[config.mk]
export PLATFORM = sky130hd
export DESIGN_NAME = kd_search_top
export DESIGN_NICKNAME = d
export VERILOG_FILES = /design/src/common/kd_pkg.sv /design/src/kd_tree/kd_internal_node.sv /design/src/kd_tree/kd_search_pipe.sv /design/src/rtl/node_cfg_wb.sv /design/src/rtl/leaf_encoder.sv /design/src/rtl/kd_search_top.sv
export SDC_FILE = /design/constraint.sdc
export NUM_CORES = 2
export LEC_CHECK = 0
export BUFFER_PORTS_ARGS = -buffer_cell sky130_fd_sc_hd__buf_2
export CAP_MARGIN = 20
export CORE_MARGIN = 1.5
export CORE_UTILIZATION = 35
export DETAILED_ROUTE_END_ITERATION = 12
export GPL_TIMING_DRIVEN = 1
export PLACE_DENSITY = 0.5
export SKIP_LAST_GASP = 1
export SYNTH_ARGS = -nofsm -noshare
export SYNTH_HDL_FRONTEND = slang
export SYNTH_SLANG_ARGS = --single-unit
export TNS_END_PERCENT = 30
[constraint.sdc]
create_clock -name clk -period 4.7 [get_ports clk]
set_input_delay 0.705 -clock clk [delete_from_list [all_inputs] [get_ports clk]]
set_output_delay 0.705 -clock clk [all_outputs]
set_load 0.05 [all_outputs]
[src/common/kd_pkg.sv]
package kd_pkg;

  // Patch geometry
  localparam int DIM_COUNT   = 5;                       // Coordinates per patch
  localparam int COORD_WIDTH = 11;                      // Signed, two's complement
  localparam int PATCH_WIDTH = DIM_COUNT * COORD_WIDTH; // Dimension 0 sits in the low bits

  // Node configuration word
  //   [2:0]   split dimension
  //   [10:3]  unused, reads back as zero
  //   [21:11] signed median
  localparam int DIM_WIDTH       = 3;
  localparam int NODE_WORD_WIDTH = 22;
  localparam int MEDIAN_LSB      = 11; // Median field runs up to the top bit

  // Reset state of a node
  // An out-of-range dimension makes the node compare a zero coordinate,
  // so with a zero median every patch goes right
  localparam logic [DIM_WIDTH-1:0] DIM_INVALID = 3'd7;

  // Tree shape
  localparam int DEFAULT_TREE_DEPTH = 4; // 15 internal nodes, 16 leaves

endpackage

[src/kd_tree/kd_internal_node.sv]
`timescale 1ns/100ps

module kd_internal_node (
  input  logic                               clk,
  input  logic                               rst_n,
  input  logic                               wen,
  input  logic [kd_pkg::NODE_WORD_WIDTH-1:0] wdata,
  input  logic                               valid_a,
  input  logic [kd_pkg::PATCH_WIDTH-1:0]     patch_a,
  input  logic                               valid_b,
  input  logic [kd_pkg::PATCH_WIDTH-1:0]     patch_b,
  output logic                               valid_left_a,
  output logic                               valid_right_a,
  output logic                               valid_left_b,
  output logic                               valid_right_b,
  output logic [kd_pkg::NODE_WORD_WIDTH-1:0] node_word
);

  logic        [kd_pkg::DIM_WIDTH-1:0]   dim;    // Split dimension
  logic signed [kd_pkg::COORD_WIDTH-1:0] median; // Split value
  logic signed [kd_pkg::COORD_WIDTH-1:0] coord_a;
  logic signed [kd_pkg::COORD_WIDTH-1:0] coord_b;
  logic                                  go_left_a;
  logic                                  go_left_b;

  // Pick the coordinate of the split dimension, zero for a bad index
  function automatic logic [kd_pkg::COORD_WIDTH-1:0] slice_coord(
    input logic [kd_pkg::PATCH_WIDTH-1:0] patch,
    input logic [kd_pkg::DIM_WIDTH-1:0]   sel
  );
    logic [kd_pkg::COORD_WIDTH-1:0] coord;
    coord = '0;
    for (int d = 0; d < kd_pkg::DIM_COUNT; d++) begin
      if (int'(sel) == d) begin
        coord = patch[d*kd_pkg::COORD_WIDTH +: kd_pkg::COORD_WIDTH];
      end
    end
    return coord;
  endfunction

  always_ff @(posedge clk) begin
    if (!rst_n) begin
      dim    <= kd_pkg::DIM_INVALID;
      median <= '0;
    end else if (wen) begin
      dim    <= wdata[kd_pkg::DIM_WIDTH-1:0];
      median <= wdata[kd_pkg::NODE_WORD_WIDTH-1:kd_pkg::MEDIAN_LSB];
    end
  end

  assign coord_a = slice_coord(patch_a, dim);
  assign coord_b = slice_coord(patch_b, dim);

  assign go_left_a = coord_a < median; // Signed compare, equal goes right
  assign go_left_b = coord_b < median;

  assign valid_left_a  = valid_a && go_left_a;
  assign valid_right_a = valid_a && !go_left_a;
  assign valid_left_b  = valid_b && go_left_b;
  assign valid_right_b = valid_b && !go_left_b;

  // Read-back view, unused middle bits forced to zero
  assign node_word = {median, {(kd_pkg::MEDIAN_LSB - kd_pkg::DIM_WIDTH){1'b0}}, dim};

endmodule

[src/kd_tree/kd_search_pipe.sv]
`timescale 1ns/100ps

module kd_search_pipe #(
  parameter int TREE_DEPTH = kd_pkg::DEFAULT_TREE_DEPTH
) (
  input  logic                                                  clk,
  input  logic                                                  rst_n,
  input  logic [2**TREE_DEPTH-2:0]                              node_wen,
  input  logic [kd_pkg::NODE_WORD_WIDTH-1:0]                    node_wdata,
  input  logic                                                  patch_valid,
  input  logic [kd_pkg::PATCH_WIDTH-1:0]                        patch_a,
  input  logic                                                  patch_valid_b,
  input  logic [kd_pkg::PATCH_WIDTH-1:0]                        patch_b,
  output logic [(2**TREE_DEPTH-1)*kd_pkg::NODE_WORD_WIDTH-1:0]  node_words,
  output logic [2**TREE_DEPTH-1:0]                              leaf_onehot_a,
  output logic [2**TREE_DEPTH-1:0]                              leaf_onehot_b
);

  localparam int NODE_COUNT = 2**TREE_DEPTH - 1;
  localparam int LEAF_COUNT = 2**TREE_DEPTH;
  localparam int HEAP_SIZE  = NODE_COUNT + LEAF_COUNT; // Nodes plus leaves
  localparam int WORD_W     = kd_pkg::NODE_WORD_WIDTH;

  // Patch registers, one per level
  logic [kd_pkg::PATCH_WIDTH-1:0] lvl_patch_a [TREE_DEPTH];
  logic [kd_pkg::PATCH_WIDTH-1:0] lvl_patch_b [TREE_DEPTH];

  // Valid registers in heap order, bit n feeds node n or is leaf n-NODE_COUNT
  logic [HEAP_SIZE-1:0] vld_a;
  logic [HEAP_SIZE-1:0] vld_b;

  // Steering results of every node, indexed by the child's heap number
  logic [HEAP_SIZE-1:1] child_a;
  logic [HEAP_SIZE-1:1] child_b;

  // Patches step down one level per clock beside their valids
  always_ff @(posedge clk) begin
    lvl_patch_a[0] <= patch_a;
    lvl_patch_b[0] <= patch_b;
    for (int l = 1; l < TREE_DEPTH; l++) begin
      lvl_patch_a[l] <= lvl_patch_a[l-1];
      lvl_patch_b[l] <= lvl_patch_b[l-1];
    end
  end

  // Root takes the lane valid, every other bit takes its parent's decision
  always_ff @(posedge clk) begin
    if (!rst_n) begin
      vld_a <= '0;
      vld_b <= '0;
    end else begin
      vld_a <= {child_a, patch_valid};
      vld_b <= {child_b, patch_valid_b};
    end
  end

  for (genvar lvl = 0; lvl < TREE_DEPTH; lvl++) begin : g_level
    for (genvar pos = 0; pos < 2**lvl; pos++) begin : g_node
      localparam int N = 2**lvl - 1 + pos; // Heap number

      kd_internal_node node_i (
        .clk           (clk),
        .rst_n         (rst_n),
        .wen           (node_wen[N]),
        .wdata         (node_wdata),
        .valid_a       (vld_a[N]),
        .patch_a       (lvl_patch_a[lvl]),
        .valid_b       (vld_b[N]),
        .patch_b       (lvl_patch_b[lvl]),
        .valid_left_a  (child_a[2*N+1]),
        .valid_right_a (child_a[2*N+2]),
        .valid_left_b  (child_b[2*N+1]),
        .valid_right_b (child_b[2*N+2]),
        .node_word     (node_words[N*WORD_W +: WORD_W])
      );
    end
  end

  // Last level in heap order is already leaf order, left to right
  assign leaf_onehot_a = vld_a[HEAP_SIZE-1:NODE_COUNT];
  assign leaf_onehot_b = vld_b[HEAP_SIZE-1:NODE_COUNT];

endmodule

[src/rtl/node_cfg_wb.sv]
`timescale 1ns/100ps

module node_cfg_wb #(
  parameter int TREE_DEPTH = kd_pkg::DEFAULT_TREE_DEPTH
) (
  input  logic                                              clk,
  input  logic                                              rst_n,
  input  logic                                              wb_cyc,
  input  logic                                              wb_stb,
  input  logic                                              wb_we,
  input  logic [TREE_DEPTH-1:0]                             wb_adr,
  input  logic [kd_pkg::NODE_WORD_WIDTH-1:0]                wb_dat_w,
  output logic [kd_pkg::NODE_WORD_WIDTH-1:0]                wb_dat_r,
  output logic                                              wb_ack,
  output logic [2**TREE_DEPTH-2:0]                          node_wen,
  output logic [kd_pkg::NODE_WORD_WIDTH-1:0]                node_wdata,
  input  logic [(2**TREE_DEPTH-1)*kd_pkg::NODE_WORD_WIDTH-1:0] node_words
);

  localparam int NODE_COUNT = 2**TREE_DEPTH - 1;
  localparam int WORD_W     = kd_pkg::NODE_WORD_WIDTH;

  logic              req;     // New classic cycle not yet acknowledged
  logic              adr_ok;  // Address names an existing node
  logic              wr_req;
  logic [WORD_W-1:0] rd_word;

  assign req    = wb_cyc && wb_stb && !wb_ack;
  assign adr_ok = int'(wb_adr) < NODE_COUNT;
  assign wr_req = req && wb_we && adr_ok; // Out-of-range writes fall away here

  // Write data goes to every node and only the strobed one loads it
  assign node_wdata = wb_dat_w;

  // Heap-number decode shared by the write strobe and the read mux
  // Holes in the map keep the zero default
  always_comb begin
    node_wen = '0;
    rd_word  = '0;
    for (int n = 0; n < NODE_COUNT; n++) begin
      if (int'(wb_adr) == n) begin
        node_wen[n] = wr_req;
        rd_word     = node_words[n*WORD_W +: WORD_W];
      end
    end
  end

  // Single-cycle ack that drops on the edge after it rises
  always_ff @(posedge clk) begin
    if (!rst_n) begin
      wb_ack <= 1'b0;
    end else begin
      wb_ack <= req;
    end
  end

  // Read data lands together with ack
  always_ff @(posedge clk) begin
    if (req) begin
      wb_dat_r <= rd_word;
    end
  end

endmodule

[src/rtl/leaf_encoder.sv]
`timescale 1ns/100ps

module leaf_encoder #(
  parameter int TREE_DEPTH = kd_pkg::DEFAULT_TREE_DEPTH
) (
  input  logic                    clk,
  input  logic                    rst_n,
  input  logic [2**TREE_DEPTH-1:0] leaf_onehot_a,
  input  logic [2**TREE_DEPTH-1:0] leaf_onehot_b,
  output logic                    leaf_valid_a,
  output logic [TREE_DEPTH-1:0]   leaf_index_a,
  output logic                    leaf_valid_b,
  output logic [TREE_DEPTH-1:0]   leaf_index_b
);

  localparam int LEAF_COUNT = 2**TREE_DEPTH;

  // Position of the set bit; the last hit in the scan is the highest
  function automatic logic [TREE_DEPTH-1:0] onehot_to_index(
    input logic [LEAF_COUNT-1:0] onehot
  );
    logic [TREE_DEPTH-1:0] idx;
    idx = '0;
    for (int i = 0; i < LEAF_COUNT; i++) begin
      if (onehot[i]) begin
        idx = TREE_DEPTH'(i);
      end
    end
    return idx;
  endfunction

  always_ff @(posedge clk) begin
    if (!rst_n) begin
      leaf_valid_a <= 1'b0;
      leaf_valid_b <= 1'b0;
    end else begin
      leaf_valid_a <= |leaf_onehot_a;
      leaf_valid_b <= |leaf_onehot_b;
    end
  end

  // Index is only meaningful while its valid is high
  always_ff @(posedge clk) begin
    leaf_index_a <= onehot_to_index(leaf_onehot_a);
    leaf_index_b <= onehot_to_index(leaf_onehot_b);
  end

endmodule

[src/rtl/kd_search_top.sv]
`timescale 1ns/100ps

module kd_search_top #(
  parameter int TREE_DEPTH = kd_pkg::DEFAULT_TREE_DEPTH
) (
  input  logic                               clk,
  input  logic                               rst_n,
  input  logic                               wb_cyc,
  input  logic                               wb_stb,
  input  logic                               wb_we,
  input  logic [TREE_DEPTH-1:0]              wb_adr,      // Node heap number
  input  logic [kd_pkg::NODE_WORD_WIDTH-1:0] wb_dat_w,
  output logic [kd_pkg::NODE_WORD_WIDTH-1:0] wb_dat_r,
  output logic                               wb_ack,
  input  logic                               patch_valid,
  input  logic [kd_pkg::PATCH_WIDTH-1:0]     patch_a,
  input  logic                               patch_valid_b,
  input  logic [kd_pkg::PATCH_WIDTH-1:0]     patch_b,
  output logic                               leaf_valid_a,
  output logic [TREE_DEPTH-1:0]              leaf_index_a,
  output logic                               leaf_valid_b,
  output logic [TREE_DEPTH-1:0]              leaf_index_b
);

  localparam int NODE_COUNT = 2**TREE_DEPTH - 1;
  localparam int LEAF_COUNT = 2**TREE_DEPTH;

  logic [NODE_COUNT-1:0]                         node_wen;   // One strobe per node
  logic [kd_pkg::NODE_WORD_WIDTH-1:0]            node_wdata;
  logic [NODE_COUNT*kd_pkg::NODE_WORD_WIDTH-1:0] node_words; // All words, node 0 lowest
  logic [LEAF_COUNT-1:0]                         leaf_onehot_a;
  logic [LEAF_COUNT-1:0]                         leaf_onehot_b;

  // Configuration port
  node_cfg_wb #(.TREE_DEPTH(TREE_DEPTH)) cfg_i (
    .clk        (clk),
    .rst_n      (rst_n),
    .wb_cyc     (wb_cyc),
    .wb_stb     (wb_stb),
    .wb_we      (wb_we),
    .wb_adr     (wb_adr),
    .wb_dat_w   (wb_dat_w),
    .wb_dat_r   (wb_dat_r),
    .wb_ack     (wb_ack),
    .node_wen   (node_wen),
    .node_wdata (node_wdata),
    .node_words (node_words)
  );

  // TREE_DEPTH cycles of node levels
  kd_search_pipe #(.TREE_DEPTH(TREE_DEPTH)) pipe_i (
    .clk           (clk),
    .rst_n         (rst_n),
    .node_wen      (node_wen),
    .node_wdata    (node_wdata),
    .patch_valid   (patch_valid),
    .patch_a       (patch_a),
    .patch_valid_b (patch_valid_b),
    .patch_b       (patch_b),
    .node_words    (node_words),
    .leaf_onehot_a (leaf_onehot_a),
    .leaf_onehot_b (leaf_onehot_b)
  );

  // One more cycle to leaf numbers
  leaf_encoder #(.TREE_DEPTH(TREE_DEPTH)) enc_i (
    .clk           (clk),
    .rst_n         (rst_n),
    .leaf_onehot_a (leaf_onehot_a),
    .leaf_onehot_b (leaf_onehot_b),
    .leaf_valid_a  (leaf_valid_a),
    .leaf_index_a  (leaf_index_a),
    .leaf_valid_b  (leaf_valid_b),
    .leaf_index_b  (leaf_index_b)
  );

endmodule

# Word-level counts from Yosys, hierarchy flattened
# Memory sizes are Yosys's and may differ from the RTL's.
# Index checks and enable logic that the tools add are counted.
[totals] regBits=305 n_memories=2 output_inout_bits=33 mem_bits_rw=440 wordCells=480 inputBits=143
[memory_table] name="pipe_i.lvl_patch_a" words=4 word_bits=55 read_ports=4 rd_ports_with_merged_regs=0 wr=4 line_no="kd_search_pipe.sv:25" rtl="logic [kd_pkg::PATCH_WIDTH-1:0] lvl_patch_a [TREE_DEPTH];"
[memory_table] name="pipe_i.lvl_patch_b" words=4 word_bits=55 read_ports=4 rd_ports_with_merged_regs=0 wr=4 line_no="kd_search_pipe.sv:26" rtl="logic [kd_pkg::PATCH_WIDTH-1:0] lvl_patch_b [TREE_DEPTH];"
[classes] n_reduce_logical=120 n_eq_ne=74 n_lt_le_gt_ge=31 n_mux=208
[op_table] cell="2-to-1 mux 11 bit" n=150
[op_table] cell="< comparator 11 bit" n=30
[op_table] cell="2-to-1 mux 22 bit" n=15
[op_table] cell="equality test 3 bit (second input constant)" n=45
[op_table] cell="logical AND 1 bit" n=64
[op_table] cell="2-to-1 mux 3 bit" n=16
[op_table] cell="equality test 3 x 2 -> 1 bit (second input constant)" n=15
[op_table] cell="logical NOT 3 bit" n=15
[op_table] cell="equality test 4 bit (second input constant)" n=8
[op_table] cell="OR reduction 16 bit" n=2
[op_table] cell="logical NOT 1 bit" n=31
[op_table] cell="2-to-1 mux 1 bit" n=19
[op_table] cell="equality test 4 x 3 -> 1 bit (second input constant)" n=4
[op_table] cell="2-to-1 mux 2 bit" n=8
[op_table] cell="OR reduction 8 bit" n=2
[op_table] cell="OR reduction 14 bit" n=1
[op_table] cell="equality test 4 x 2 -> 1 bit (second input constant)" n=2
[op_table] cell="OR reduction 4 bit" n=2
[op_table] cell="logical NOT 4 bit" n=1
[op_table] cell="< comparator 4 bit (second input constant)" n=1
[op_table] cell="OR reduction 2 bit" n=2

# Longest topological paths before layout
[depth] depth_word=16 depth_mapped=12 ltp_nobuf=11

# Modules after synthesis
# From an unflattened synthesis, not the netlist that was laid out.
[unflattened] hier_cells=4062 hier_area_um2=44520.2
[modules_own_cells] mod="kd_internal_node at pipe_i.g_level[2].g_node[3].node_i ..." seq_area_each_um2=280.3 instances=9 cells_per_inst=190 area_per_inst_um2=1926.8
[modules_own_cells] mod="kd_search_pipe" seq_area_each_um2=10049.6 instances=1 cells_per_inst=602 area_per_inst_um2=10785.3
[modules_own_cells] mod="kd_internal_node at pipe_i.g_level[0].g_node[0].node_i ..." seq_area_each_um2=280.3 instances=5 cells_per_inst=187 area_per_inst_um2=1940.6
[modules_own_cells] mod="node_cfg_wb" seq_area_each_um2=680.7 instances=1 cells_per_inst=564 area_per_inst_um2=4252.8
[modules_own_cells] mod="kd_internal_node at pipe_i.g_level[1].g_node[0].node_i" seq_area_each_um2=280.3 instances=1 cells_per_inst=187 area_per_inst_um2=1906.8
[modules_own_cells] mod="leaf_encoder" seq_area_each_um2=200.2 instances=1 cells_per_inst=64 area_per_inst_um2=530.5

# Worst setup path before layout
# No wires, ideal clock.
[synth_path] path_kind="register to register" from="reg pipe_i.g_level[3].g_node[6].node_i.dim[0] in the netlist's numbering" to="reg pipe_i.vld_a[27]" path_slack_ps=1271 synth_period_minus_slack_ps=3429 t_arrival_ps=3354 path_stages_with_launch=11 t_required_ps=4626 setup_ps=74 path_buffers=2 cell_sequence="dfxtp_1 > buf_6 > buf_1 > mux4_2 > a22o_1 > ha_1 > or4b_1 > a221oi_2 > o32ai_1 > or4b_1 > a31oi_1"
[synth_via] elab_chain_len=8 word_cells_on_any_way=12 classes_between="order compare (1); eq/ne (4); mux (5); reduce/logical (2)"
[synth_rtl] item="start: declaration" line_no="kd_internal_node.sv:19" rtl="logic [kd_pkg::DIM_WIDTH-1:0] dim;"
[synth_rtl] item="start signal: assignment" line_no="kd_internal_node.sv:43" rtl="dim <= kd_pkg::DIM_INVALID;"
[synth_rtl] item="start signal: assignment" line_no="kd_internal_node.sv:46" rtl="dim <= wdata[kd_pkg::DIM_WIDTH-1:0];"
[synth_rtl] item="logical NOT 3 bit" line_no="kd_internal_node.sv:34" rtl="if (int'(sel) == d) begin"
[synth_rtl] item="2-to-1 mux 11 bit (4 in a row)" line_no="kd_internal_node.sv:34"
[synth_rtl] item="2-to-1 mux 11 bit *" line_no="kd_internal_node.sv:34"
[synth_rtl] item="< comparator 11 bit *" line_no="kd_internal_node.sv:54" rtl="assign go_left_a = coord_a < median;"
[synth_rtl] item="logical AND 1 bit *" line_no="kd_internal_node.sv:57" rtl="assign valid_left_a = valid_a && go_left_a;"
[synth_rtl] item="end signal: assignment" line_no="kd_search_pipe.sv:52" rtl="vld_a <= {child_a, patch_valid};"
[synth_rtl] item="end: declaration" line_no="kd_search_pipe.sv:29" rtl="logic [HEAP_SIZE-1:0] vld_a;"
# Mark *: on every way between the ends. The rest lies on a longest branch, timed or not.
# A chain may end at the register's enable or synchronous reset.

# Final worst setup path
[layout_path] from="reg pipe_i.g_level[0].g_node[0].node_i.dim[0] in the netlist's numbering" to="reg pipe_i.vld_a[1]"
[layout_via] elab_chain_len=8 word_cells_on_any_way=12 classes_between="order compare (1); eq/ne (4); mux (5); reduce/logical (2)"
[layout_rtl] item="start: declaration" line_no="kd_internal_node.sv:19"
[layout_rtl] item="start signal: assignment" line_no="kd_internal_node.sv:43"
[layout_rtl] item="start signal: assignment" line_no="kd_internal_node.sv:46"
[layout_rtl] item="logical NOT 3 bit" line_no="kd_internal_node.sv:34"
[layout_rtl] item="2-to-1 mux 11 bit (4 in a row)" line_no="kd_internal_node.sv:34"
[layout_rtl] item="2-to-1 mux 11 bit *" line_no="kd_internal_node.sv:34"
[layout_rtl] item="< comparator 11 bit *" line_no="kd_internal_node.sv:54"
[layout_rtl] item="logical AND 1 bit *" line_no="kd_internal_node.sv:57"
# Marks and branches as above.

==> impl_metrics.ini <==
[worst_setup_path]
cp_slowest_cell = dfxtp_2
critPathBufInv = 0
path_max_fanout = 13
path_delay_family = simple AND/OR/NAND/NOR gates
cp.depth = 8
crit_arrival_ns = 4.10
end_kind = flip-flop
cpPeakStageDelay_ns = 0.66
crit_chain = mux4_2 > a22o_1 > ha_1 > or4b_2 > a221oi_2 > o32ai_1 > or4b_1 > a31oi_1
worstSetupPathType = reg -> reg
r2r_cells = 8
regToRegStartpoint = pipe_i.g_level[0].g_node[0].node_i.dim[0]$_SDFFE_PN1P_
r2r_end = pipe_i.vld_a[1]$_SDFF_PN0_
cp-startpoint = pipe_i.g_level[0].g_node[0].node_i.dim[0]$_SDFFE_PN1P_
required_ns = 5.29
reg2reg_slack_ns = 1.20
critPathLaunchType = flip-flop

[die]
die_area_mm2 = 0.117
core-area_mm2 = 0.113
die_y_um = 341
num_rows = 123
fp.dieW_um = 341
ios = 176
start_util = 0.354

[hold_path]
holdCritPathClass = in -> reg
min_from = patch_a[46]
worstHoldPathCells = 1
whs_endpoint = pipe_i.lvl_patch_a[0][46]$_DFF_P_

[global_routing]
antenna_found_initial = 2
track_usage = 0.272
grt-ovfl-total = 0
grt_pass1_wl_mm = 229
grt_start_max_net_pins = 77
grt_pass1_vias = 31878

[logic_synthesis]
synthTopCellsByArea = dfxtp_1 (36%), mux4_2 (18%), ha_1 (9.4%), nand2_1 (5.8%), a22o_1 (5.1%)
ys_warn_count = 0
ys_ff_latch = 737
synth.most_common_cell = dfxtp_1
yosysTopAreaCell = dfxtp_1
synth_cells = 4027
ys_seq_area_frac = 0.371
synth_flop_cell = dfxtp_1
synthArstFlopShare = 0
synth_cell_type_count = 81
syn_area_mm2 = 0.0401
ys_top_cells_by_count = dfxtp_1 (723), nand2_1 (620), mux4_2 (313), ha_1 (300), a21oi_1 (267)
synth_area_per_cell_um2 = 9.96
synth_top_area_share = 0.361
synth_edf_count = 14

[cts]
cts-hold-fix-buffers = 0
cts.sinks = 737
clkTransAtPathRegs_ns = 0.07
clock_latency_ns = 0.68
cts_resized = 0
cts_tree = done
clk_path_buf_depth = 3
cts_buffers = 84
root_buffer = clkbuf_16
htreeDepth = 3
post_cts_buffers = 0

[power]
internal_power_mw = 11.2
vdd_ir_drop_max_uv = 299
p_seq_frac = 0.463
p_per_area_mw_per_mm2 = 327
switching_share = 0.247
power.switching_mw = 3.68
total_leakage_power_nw = 18.0
clkPwrFrac = 0.476
comb_power_share = 0.062
total_power_mw = 14.9

[final_layout]
final_util = 0.402
syn2layout_area_growth_pct = 13.4
drive_gt1_frac = 0.183
nets = 4519

[drt]
wl_met1_mm = 64.4
dr_wl_met2_mm = 73.7
wl_mm = 161
wl_met3_mm = 11.8
wire_per_inst_um = 28.6
drcViolationCount = 0
drt-pass1-iter-count = 7
top_layer_used = met5
num_vias = 33290
viasPerCell = 5.90
ant_nets = 0
drt_iter0_markers = 3469

[sta]
setup_violations = 0
fmax_mhz = 285
fin_ws_ns = 1.20
period_needed_ns = 3.50
fin_crit_sh = 0.746
hold_viol = 0
tightest_slew_ns = 1.27
skew_ns = 0.0421
rsz0062_at_grt = no
finalSetupTns_ns = 0
slew_viol_final = 0
max_slew_margin = 0.150

[place]
dpl.hpwl_mm = 131
dpl_worst_slack_ns = 1.18
io_buffers = 159
gp_congestion = 1.00

[flow_run]
drv_cap = 0

[run_status]
status = finished clean
## cells by family after synthesis
group / share of synthesized area
buf+inv: 0.0546
other cells: 0.0000935
fa+ha+maj: 0.0936
simple gates: 0.119
mux: 0.193
compound gates: 0.169
flops: 0.371
## per-layer routing
layer / global-route usage / up-vias
met2: 0.433 / 1608
li1: - / 14989
met4: 0.170 / 4
met5: 0 / -
met1: 0.346 / 16369
met3: 0.0419 / 320
## power groups by stage
| stage | Sequential [mW] | Clock [mW] | Combinational (mW) |
|---|---|---|---|
| 2_1_floorplan | 6.79 | 0 | 0.633 |
| 3_3_place_gp | 6.98 | 0 | 0.899 |
| 3_5_place_dp | 6.99 | 0 | 0.901 |
| 4_1_cts | 6.85 | 7.18 | 0.903 |
| 5_1_grt | 6.89 | 7.44 | 0.968 |
| 6_report | 6.88 | 7.07 | 0.915 |
## layout by cell type, fill, tap and decap left out, types with 39 or more instances in the layout
master / instances
inv_1: 261
o21ai_0: 169
clkbuf_16: 85
o211ai_1: 40
buf_2: 157
nor2_1: 125
nand2_1: 620
dfxtp_1: 712
nand3_1: 55
ha_1: 300
buf_4: 94
mux2i_1: 58
nor3_1: 39
nor2b_1: 54
a22o_1: 235
a21oi_1: 267
mux4_2: 313
## how the worst max path moves through the flow
| stage | endpoint |
|---|---|
| after floorplan | pipe_i.vld_a[27]$_SDFF_PN0_ |
| after global placement | cfg_i.wb_dat_r[2]$_DFFE_PP_ |
| after detailed placement | pipe_i.vld_a[1]$_SDFF_PN0_ |
| after CTS | pipe_i.vld_a[1]$_SDFF_PN0_ |
| after global routing | pipe_i.vld_a[19]$_SDFF_PN0_ |
| final | pipe_i.vld_a[1]$_SDFF_PN0_ |
## flip-flops by register name (all words and copies together), names as in the netlist
register                             flops
pipe_i.lvl_patch_b                     220
enc_i.leaf_valid_b                       1
pipe_i.g_level.g_node.node_i.dim        45
pipe_i.vld_a                            31
pipe_i.vld_b                            31
cfg_i.wb_dat_r                          14
cfg_i.wb_ack                             1
enc_i.leaf_index_a                       4
pipe_i.lvl_patch_a                     220
enc_i.leaf_index_b                       4
pipe_i.g_level.g_node.node_i.median    165
enc_i.leaf_valid_a                       1
## cell type report
type	instances	area, um2
fill	10989	67700
multi-input combinational	2736	23100
sequential	737	14900
clock buffer	113	2370
tap	1500	1880
timing repair buffer	255	1550
inverter	262	988
clock inverter	38	633
antenna	1	2.50
## per-stage QoR
stage / hold slack [ns] / cells / cell area [um2]
after floorplan: 0.326 / 4034 / 40100
after global placement: 0.331 / 5485 / 42400
after detailed placement: 0.331 / 5486 / 42400
after CTS: 0.0794 / 5637 / 45400
after global routing: 0.100 / 5641 / 45500
final: 0.123 / 5642 / 45500
(Power assumes the default switching activity.)
